$ cat config.mk
export PLATFORM = sky130hd
export DESIGN_NAME = stepper_ctrl_top
export DESIGN_NICKNAME = d
export VERILOG_FILES = /design/src/common/stepper_pkg.sv /design/src/common/move_wr_if.sv /design/src/common/move_rd_if.sv /design/src/spi_cmd_decoder.sv /design/src/move_buffer.sv /design/src/motion/dda_tick_gen.sv /design/src/motion/dda_fsm.sv /design/src/motion/dda_timer.sv /design/src/stepper_ctrl_top.sv
export SDC_FILE = /design/constraint.sdc
export NUM_CORES = 2
export LEC_CHECK = 0
export ABC_AREA = 1
export ABC_CLOCK_PERIOD_IN_PS = 9280
export BUFFER_PORTS_ARGS = -buffer_cell sky130_fd_sc_hd__buf_2
export CAP_MARGIN = 20
export CORE_ASPECT_RATIO = 1.2
export CORE_MARGIN = 5
export CORE_UTILIZATION = 41
export DETAILED_ROUTE_END_ITERATION = 7
export GPL_ROUTABILITY_DRIVEN = 0
export PLACE_DENSITY = 0.67
export SYNTH_ARGS = -nofsm -noshare
export SYNTH_HDL_FRONTEND = slang
export SYNTH_HIERARCHICAL = 1
export SYNTH_SLANG_ARGS = --single-unit
export TNS_END_PERCENT = 20
$ cat constraint.sdc
create_clock -name CLK -period 9.28 [get_ports CLK]
set_input_delay 0 -clock CLK [delete_from_list [all_inputs] [get_ports CLK]]
set_output_delay 0 -clock CLK [all_outputs]
set_load 0.1 [all_outputs]
$ cat src/common/stepper_pkg.sv
package stepper_pkg;

  // Host command codes, top byte of a header word
  localparam logic [7:0] cmd_coordinated_step = 8'h01;
  localparam logic [7:0] cmd_clk_divisor      = 8'h03;
  localparam logic [7:0] cmd_motor_enable     = 8'h0a;
  localparam logic [7:0] cmd_api_version      = 8'hfe;

  // Version reply, bytes 0 to 3
  localparam logic [7:0] version_patch = 8'd4;
  localparam logic [7:0] version_minor = 8'd2;
  localparam logic [7:0] version_major = 8'd1;
  localparam logic [7:0] version_devel = 8'd0;

  localparam logic [7:0] default_clock_divisor = 8'd40; // DDA tick divisor after reset

  // Header word layout
  localparam int hdr_msb    = 63; // Command byte ends here
  localparam int axis_field = 48; // Low bit of the axis byte, also payload width

  // Header view of a received word
  typedef struct packed {
    logic [7:0]            cmd;
    logic [7:0]            axis;    // Not used by any command here
    logic [axis_field-1:0] payload; // Direction, enable or divisor in low bits
  } rx_hdr_t;

  // One received word, seen as a header or as a raw argument
  typedef union packed {
    rx_hdr_t          hdr;
    logic [hdr_msb:0] raw;
  } rx_word_u;

  // Increment and increment-increment, 32 fraction bits
  typedef logic signed [63:0] dda_word_t;

endpackage

$ cat src/common/move_wr_if.sv
// Decoder side of the move buffer
interface move_wr_if;

  logic        dir_wr;    // Write direction bits of current slot
  logic        dur_wr;    // Write duration
  logic        inc_wr;    // Write increment of axis
  logic        incinc_wr; // Write increment-increment of axis
  logic [7:0]  axis;
  logic [63:0] wdata;
  logic        commit;    // Slot complete, hand it to the DDA side

  modport decoder (
    output dir_wr, dur_wr, inc_wr, incinc_wr,
    output axis, wdata, commit
  );

  modport buffer (
    input dir_wr, dur_wr, inc_wr, incinc_wr,
    input axis, wdata, commit
  );

endinterface

$ cat src/common/move_rd_if.sv
// DDA side of the move buffer
interface move_rd_if #(
  parameter int motor_count        = 2,
  parameter int move_duration_bits = 32
);

  logic [1:0]                    pending;  // One bit per slot
  logic [move_duration_bits-1:0] duration; // All of these are for slot rd_slot
  logic [motor_count-1:0]        dir;
  stepper_pkg::dda_word_t        increment [motor_count];
  stepper_pkg::dda_word_t        incinc    [motor_count];

  logic rd_slot;
  logic slot_release; // One cycle, frees slot rd_slot

  modport buffer (
    output pending, duration, dir, increment, incinc,
    input  rd_slot, slot_release
  );

  modport sequencer (
    input  pending, duration,
    output rd_slot, slot_release
  );

  modport timer (input increment, incinc);

endinterface

$ cat src/spi_cmd_decoder.sv
module spi_cmd_decoder #(
  parameter int motor_count = 2
) (
  input  logic                   CLK,
  input  logic                   resetn,
  input  logic [63:0]            word_data_received,
  input  logic                   word_received,
  output logic [63:0]            word_send_data,
  output logic [motor_count-1:0] enable,
  output logic [7:0]             clock_divisor,
  move_wr_if.decoder             wr
);

  // Duration word, then increment and incinc per axis
  localparam int last_word = 1 + 2 * motor_count;

  stepper_pkg::rx_word_u rx;
  logic [1:0]            word_received_r;
  logic                  word_strobe;
  logic [7:0]            message_header;
  logic [7:0]            message_word_count;
  logic [7:0]            axis_index;
  logic                  awaiting_more_words;

  assign rx          = word_data_received;
  assign word_strobe = (word_received_r == 2'b01); // Rising edge of the SPI strobe
  assign axis_index  = (message_word_count >> 1) - 8'd1; // Words 2k and 2k+1 go to axis k-1

  // Header still open, next word is a follow-on
  assign awaiting_more_words = (message_header == stepper_pkg::cmd_coordinated_step) ||
                               (message_header == stepper_pkg::cmd_api_version);

  // Argument path to the buffer, strobes below say where it goes
  always_ff @(posedge CLK) begin
    if (word_strobe) begin
      wr.wdata <= rx.raw;
      wr.axis  <= axis_index;
    end
  end

  always_ff @(posedge CLK) begin
    if (resetn) begin
      word_received_r    <= 2'b00;
      word_send_data     <= '0;
      enable             <= '0;
      clock_divisor      <= stepper_pkg::default_clock_divisor;
      message_header     <= '0;
      message_word_count <= '0;
      wr.dir_wr          <= 1'b0;
      wr.dur_wr          <= 1'b0;
      wr.inc_wr          <= 1'b0;
      wr.incinc_wr       <= 1'b0;
      wr.commit          <= 1'b0;
    end else begin
      word_received_r <= {word_received_r[0], word_received};
      wr.dir_wr       <= 1'b0;
      wr.dur_wr       <= 1'b0;
      wr.inc_wr       <= 1'b0;
      wr.incinc_wr    <= 1'b0;
      wr.commit       <= 1'b0;

      if (word_strobe) begin
        word_send_data <= '0;
        if (!awaiting_more_words) begin
          // New header
          message_header     <= rx.hdr.cmd;
          message_word_count <= 8'd1;
          case (rx.hdr.cmd)
            stepper_pkg::cmd_coordinated_step: wr.dir_wr <= 1'b1;
            stepper_pkg::cmd_motor_enable:     enable <= rx.hdr.payload[motor_count-1:0];
            stepper_pkg::cmd_clk_divisor:      clock_divisor <= rx.hdr.payload[7:0];
            stepper_pkg::cmd_api_version: begin
              word_send_data <= {32'd0,
                                 stepper_pkg::version_devel,
                                 stepper_pkg::version_major,
                                 stepper_pkg::version_minor,
                                 stepper_pkg::version_patch};
            end
            default: ;
          endcase
        end else if (message_header == stepper_pkg::cmd_coordinated_step) begin
          message_word_count <= message_word_count + 8'd1;
          if (message_word_count == 8'd1)
            wr.dur_wr <= 1'b1;
          else if (!message_word_count[0])
            wr.inc_wr <= 1'b1;
          else
            wr.incinc_wr <= 1'b1;

          // Last incinc completes the move
          if (message_word_count == 8'(last_word)) begin
            wr.commit          <= 1'b1;
            message_header     <= '0;
            message_word_count <= '0;
          end
        end else begin
          message_header     <= '0; // Continuation word after version
          message_word_count <= '0;
        end
      end
    end
  end

  a_word_count_bound: assert property (@(posedge CLK) disable iff (resetn)
    message_word_count <= 8'(last_word))
    else $error("word count ran past the end of a coordinated step");

endmodule

$ cat src/move_buffer.sv
module move_buffer #(
  parameter int motor_count        = 2,
  parameter int move_duration_bits = 32
) (
  input  logic      CLK,
  input  logic      resetn,
  move_wr_if.buffer wr,
  move_rd_if.buffer rd,
  output logic      buffer_dtr
);

  logic [motor_count-1:0]        dir_mem [2];
  logic [move_duration_bits-1:0] dur_mem [2];
  stepper_pkg::dda_word_t        inc_mem    [2][motor_count];
  stepper_pkg::dda_word_t        incinc_mem [2][motor_count];

  logic       wr_slot;
  logic [1:0] wr_flag; // Toggled by commit
  logic [1:0] rd_flag; // Toggled by release
  logic [1:0] pending;

  assign pending    = wr_flag ^ rd_flag;
  assign buffer_dtr = ~&pending; // Room for at least one more move

  // Slot contents
  always_ff @(posedge CLK) begin
    if (wr.dir_wr)
      dir_mem[wr_slot] <= wr.wdata[motor_count-1:0];
    if (wr.dur_wr)
      dur_mem[wr_slot] <= wr.wdata[move_duration_bits-1:0];
    for (int k = 0; k < motor_count; k++) begin
      if (wr.inc_wr && wr.axis == 8'(k))
        inc_mem[wr_slot][k] <= wr.wdata;
      if (wr.incinc_wr && wr.axis == 8'(k))
        incinc_mem[wr_slot][k] <= wr.wdata;
    end
  end

  always_ff @(posedge CLK) begin
    if (resetn) begin
      wr_slot <= 1'b0;
      wr_flag <= 2'b00;
      rd_flag <= 2'b00;
    end else begin
      if (wr.commit) begin
        wr_flag[wr_slot] <= ~wr_flag[wr_slot];
        wr_slot          <= ~wr_slot;
      end
      if (rd.slot_release)
        rd_flag[rd.rd_slot] <= ~rd_flag[rd.rd_slot];
    end
  end

  assign rd.pending  = pending;
  assign rd.duration = dur_mem[rd.rd_slot];
  assign rd.dir      = dir_mem[rd.rd_slot];

  always_comb begin
    for (int k = 0; k < motor_count; k++) begin
      rd.increment[k] = inc_mem[rd.rd_slot][k];
      rd.incinc[k]    = incinc_mem[rd.rd_slot][k];
    end
  end

  // Host must wait for buffer_dtr before a new move
  a_no_overwrite: assert property (@(posedge CLK) disable iff (resetn)
    wr.commit |-> !pending[wr_slot])
    else $error("move committed into a slot the DDA side still owns");

endmodule

$ cat src/motion/dda_tick_gen.sv
module dda_tick_gen (
  input  logic       CLK,
  input  logic       resetn,
  input  logic [7:0] clock_divisor,
  output logic       tick
);

  logic [7:0] count;
  logic [7:0] reload;

  assign reload = (clock_divisor < 8'd2) ? 8'd2 : clock_divisor; // Minimum period of 2

  always_ff @(posedge CLK) begin
    if (resetn) begin
      count <= 8'd0;
      tick  <= 1'b0;
    end else if (count == 8'd0) begin
      count <= reload - 8'd1; // Divisor is picked up only here
      tick  <= 1'b1;
    end else begin
      count <= count - 8'd1;
      tick  <= 1'b0;
    end
  end

endmodule

$ cat src/motion/dda_fsm.sv
module dda_fsm #(
  parameter int move_duration_bits = 32
) (
  input  logic         CLK,
  input  logic         resetn,
  input  logic         tick,
  output logic         loading_move,
  output logic         executing_move,
  output logic         move_done,
  move_rd_if.sequencer rd
);

  localparam logic [1:0] st_idle = 2'd0;
  localparam logic [1:0] st_load = 2'd1;
  localparam logic [1:0] st_exec = 2'd2;

  logic [1:0]                    state;
  logic [move_duration_bits-1:0] tick_count;
  logic [move_duration_bits-1:0] next_count;
  logic [move_duration_bits-1:0] target;
  logic                          move_end;

  assign target     = (rd.duration == '0) ? move_duration_bits'(1) : rd.duration;
  assign next_count = tick_count + move_duration_bits'(1);

  assign loading_move   = (state == st_load);
  assign executing_move = (state == st_exec);

  // Last tick of the move
  assign move_end        = executing_move && tick && (next_count == target);
  assign move_done       = move_end;
  assign rd.slot_release = move_end; // Frees the slot before rd_slot flips

  always_ff @(posedge CLK) begin
    if (resetn) begin
      state      <= st_idle;
      tick_count <= '0;
      rd.rd_slot <= 1'b0;
    end else begin
      case (state)
        st_idle: begin
          if (rd.pending[rd.rd_slot])
            state <= st_load;
        end
        st_load: begin
          tick_count <= '0; // Timers latch their increments this cycle
          state      <= st_exec;
        end
        st_exec: begin
          if (move_end) begin
            rd.rd_slot <= ~rd.rd_slot;
            state      <= st_idle;
          end else if (tick) begin
            tick_count <= next_count;
          end
        end
        default: state <= st_idle;
      endcase
    end
  end

  // The slot being run stays owned by the DDA side until its release
  a_active_slot_pending: assert property (@(posedge CLK) disable iff (resetn)
    (loading_move || executing_move) |-> rd.pending[rd.rd_slot])
    else $error("move is running from a slot that is not pending");

endmodule

$ cat src/motion/dda_timer.sv
module dda_timer #(
  parameter int axis_index = 0
) (
  input  logic      CLK,
  input  logic      resetn,
  input  logic      tick,
  input  logic      loading_move,
  input  logic      executing_move,
  output logic      step,
  move_rd_if.timer  rd
);

  // One whole step in 32.32 fixed point
  localparam stepper_pkg::dda_word_t step_unit = 64'sh0000_0001_0000_0000;

  stepper_pkg::dda_word_t acc;
  stepper_pkg::dda_word_t acc_next;
  stepper_pkg::dda_word_t inc;
  stepper_pkg::dda_word_t incinc;
  logic                   overflow;

  assign acc_next = acc + inc;
  assign overflow = (acc_next >= step_unit); // Negative sums never get here

  assign step = executing_move && tick && overflow; // Same cycle as the tick

  always_ff @(posedge CLK) begin
    if (resetn) begin
      acc    <= '0;
      inc    <= '0;
      incinc <= '0;
    end else if (loading_move) begin
      acc    <= '0;
      inc    <= rd.increment[axis_index];
      incinc <= rd.incinc[axis_index];
    end else if (executing_move && tick) begin
      inc <= inc + incinc; // Second order, speed ramps per tick
      if (overflow)
        acc <= acc_next - step_unit;
      else
        acc <= acc_next;
    end
  end

endmodule

$ cat src/stepper_ctrl_top.sv
module stepper_ctrl_top #(
  parameter int motor_count        = 2,
  parameter int move_duration_bits = 32
) (
  input  logic                   CLK,
  input  logic                   resetn,
  input  logic [63:0]            word_data_received,
  input  logic                   word_received,
  output logic [63:0]            word_send_data,
  output logic                   buffer_dtr,
  output logic                   move_done,
  output logic [motor_count-1:0] step,
  output logic [motor_count-1:0] dir,
  output logic [motor_count-1:0] enable
);

  logic [7:0] clock_divisor;
  logic       tick;
  logic       loading_move;
  logic       executing_move;

  move_wr_if wr_if ();
  move_rd_if #(
    .motor_count        (motor_count),
    .move_duration_bits (move_duration_bits)
  ) rd_if ();

  assign dir = rd_if.dir; // Direction of the move being run

  spi_cmd_decoder #(.motor_count(motor_count)) decoder_i (
    .CLK                (CLK),
    .resetn             (resetn),
    .word_data_received (word_data_received),
    .word_received      (word_received),
    .word_send_data     (word_send_data),
    .enable             (enable),
    .clock_divisor      (clock_divisor),
    .wr                 (wr_if.decoder)
  );

  move_buffer #(
    .motor_count        (motor_count),
    .move_duration_bits (move_duration_bits)
  ) buffer_i (
    .CLK        (CLK),
    .resetn     (resetn),
    .wr         (wr_if.buffer),
    .rd         (rd_if.buffer),
    .buffer_dtr (buffer_dtr)
  );

  dda_tick_gen tick_gen_i (
    .CLK           (CLK),
    .resetn        (resetn),
    .clock_divisor (clock_divisor),
    .tick          (tick)
  );

  dda_fsm #(.move_duration_bits(move_duration_bits)) fsm_i (
    .CLK            (CLK),
    .resetn         (resetn),
    .tick           (tick),
    .loading_move   (loading_move),
    .executing_move (executing_move),
    .move_done      (move_done),
    .rd             (rd_if.sequencer)
  );

  for (genvar i = 0; i < motor_count; i++) begin : g_axis
    dda_timer #(.axis_index(i)) timer_i (
      .CLK            (CLK),
      .resetn         (resetn),
      .tick           (tick),
      .loading_move   (loading_move),
      .executing_move (executing_move),
      .step           (step[i]),
      .rd             (rd_if.timer)
    );
  end

endmodule

==> metrics.yaml <==
grt_max_degree: 146
syn_avg_cell_area_um2: 7.22
power_density_nw_per_um2: 137
final_cells: 11940
synthTopCellsByCount: "nand2_1, inv_1, nor2_1"
floorplan.initialDensity: 0.412
synth_top_area_share: 0.286
tightest_slew_ps: 1110
path_common_cell: "nand2_1"
antenna_found_initial: 7
die_area_um2: 175000
ios: 139
areaGrowthSynthToFinish_pct: 10.4
fin_setup_tns_ps: 0
finalHoldViolations: 0
ir_drop_uv: 150
critPathKind: "register to output pin"
finalCriticalPeriod_ps: 5120
post_cts.repair.setup_buffers: 0
placementRows: 164
syn-instance-count: 9486
clock_latency_ps: 740
fin_crit_sh: 0.552
core_area_um2: 166000
async_reset_ff_frac: 0
dieHeight_um: 458
hpwlAfterDp_um: 158000
cp.arrival_ps: 5120
cp-end-kind: "output pin"
drc: 0
ys_seq_area_frac: 0.422
rsz0062_at_grt: "no"
first_iter_violations: 6615
clock-sinks: 1119
place_area_um2: 70500
synthTopCellsByArea: "edfxtp_1, nand2_1, dfxtp_1"
slew_viol_final: 0
power_mw: 10.4
path_buf_inv: 3
grt_pass1_wl_um: 327000
synth_ff_type: "edfxtp_1"
htreeDepth: 3
grt_pass1_vias: 58298
dr.pass1.iters: 8
cts_tree: "yes"
io_buffers: 77
vias_per_cell: 5.21
synth.most_common_cell: "nand2_1"
wl_um: 212000
vias: 62238
synth_seq_cells: 1119
fin_skew_ps: 44.7
hold_path_class: "input port to register"
cts_made_buffers: 111
outcome: "finished, final reports clean"
cellLeakagePower_nw: 35.7
drive_gt1_frac: 0.0700
report.final.setup_viol: 0
cp_cell_sequence: "ha_1, fa_1, nand2_1, nand2_1, nand3_1, nand2_2, nand2_1, nand2_1, nand2_1, nand2_1, xnor2_2, ha_1, inv_1, nor2_4, nand2_4, nor2_4, nand3_2, nand2_4, nand2_4, inv_1, nor2_1, buf_2"
critical_path.max_fanout: 35
start_kind: "register"
slew_headroom: 0.257
dp_cells: 11605
root_buffer: "clkbuf_16"
design_area_um2: 75600
ant_nets: 0
finalNetCount: 9930
grt_usage: 0.233
cp_top_family: "simple AND/OR/NAND/NOR gates"
required_ps: 9280
clock.fmax_ghz: 0.195
synth-edff-count: 652
die_w_um: 383
hold_slack_ps: 60.5
drt-wirelength-per-cell_um: 17.8
crit_slowest_cell: "fa_1"
ys_warn_count: 6
synth.distinct_cells: 61
critPathMaxStageDelay_ps: 460
drv_cap: 0
overflow: 0
clockBufferDepth: 3
yosys.area.top_type: "edfxtp_1"
path_clk_slew_ps: 60
syn_area_um2: 68500
[cells in the final DEF (no fill, tap or decap), types with 26 or more instances in the layout]
cell type / Yosys / layout
nand2_1: 3435 / 3435
inv_1: 1260 / 1258
nor2_1: 918 / 902
edfxtp_1: 652 / 652
nand3_1: 485 / 485
dfxtp_1: 467 / 466
a21oi_1: 350 / 350
o21ai_0: 283 / 283
ha_1: 262 / 262
a31oi_1: 147 / 147
dlygate4sd3_1: 0 / 119
clkbuf_16: 0 / 115
xor2_1: 108 / 108
or2_2: 80 / 80
buf_2: 41 / 76
xnor2_1: 69 / 69
nor2_2: 67 / 68
nand2_2: 67 / 67
o211ai_1: 66 / 66
nand4_1: 63 / 63
conb_1: 1 / 61
nor3_1: 52 / 52
nand3b_1: 52 / 52
inv_2: 46 / 46
nand3_2: 40 / 40
buf_4: 79 / 36
nor2_4: 19 / 34
a22o_1: 26 / 26
[worst paths after layout]
check	end	from	slack [ps]	cells past startpoint
setup / recovery	step[0]	g_axis[0].timer_i/inc[0]	4160	22
setup reg to reg	g_axis[1].timer_i/acc[46]	g_axis[1].timer_i/inc[53]	4800	20
hold reg to reg	fsm_i/tick_count[31]	fsm_i/tick_count[31]	480	2
hold / removal	decoder_i/wr.wdata[37]	word_data_received[37]	60	2
[cell families after synthesis]
family | count (synthesis) | synth area share
other | 1 | 0.0000547
and+or+nand+nor | 5346 | 0.326
adders and majority gates | 266 | 0.0490
DFF | 1119 | 0.422
xor gates and xnor gates | 179 | 0.0231
AOI/OAI and AO/OA | 968 | 0.0809
buffers and inverters | 1607 | 0.0985
[worst reg2reg max path: cells and delay by family (launching register included)]
family	cells	cell delay, ps
adder cells (fa/ha/maj)	1	520
buffers and inverters	2	190
flip-flops	1	380
AND/OR/NAND/NOR	17	3350
[sequential cells by signal, indices dropped and copies added (netlist names), 2 cells and up]
register,count
buffer_i/inc_mem,256
buffer_i/incinc_mem,256
g_axis.timer_i/acc,128
g_axis.timer_i/inc,128
g_axis.timer_i/incinc,128
buffer_i/dur_mem,64
decoder_i/wr.wdata,64
fsm_i/tick_count,32
decoder_i/clock_divisor,8
decoder_i/message_header,8
decoder_i/message_word_count,8
decoder_i/wr.axis,8
tick_gen_i/count,8
buffer_i/dir_mem,4
buffer_i/rd_flag,2
buffer_i/wr_flag,2
decoder_i/enable,2
decoder_i/word_received_r,2
fsm_i/state,2
[layer usage]
metal / track usage / wire [um] / vias up
met5: 0 / 0 / -
met2: 0.378 / 95400 / 2721
met4: 0.112 / 11300 / 0
met1: 0.308 / 87900 / 28691
met3: 0.0319 / 17300 / 493
li1: - / - / 30333
[repair_timing]
item                                   CTS  global route
hold buffers                           119             0
endpoints found under the hold margin  162             0
gates resized for setup                  0             0
[power by group]
part | total (mW) | internal, mW | switching [mW]
Combinational | 0.309 | 0.0781 | 0.231
Sequential | 5.31 | 5.26 | 0.0563
Clock | 4.73 | 2.65 | 2.08
Total | 10.4 | 7.98 | 2.37
[stage by stage]
stage                     utilization  setup WS [ps]
after floorplan                     -           5220
after global placement          0.424           4970
after detailed placement        0.424           4920
after CTS                       0.454           4210
after global routing            0.454           3920
final                           0.454           4160
[area by class of cell]
class	instances	area, um2
Fill cell	16434	90800
Multi-Input combinational cell	6820	33200
Clock inverter	69	773
Inverter	1311	4930
Tap cell	2241	2800
Sequential cell	1119	28900
Timing Repair Buffer	234	1890
Clock buffer	143	3090
Antenna cell	3	7.51
(Power assumes the default switching activity.)
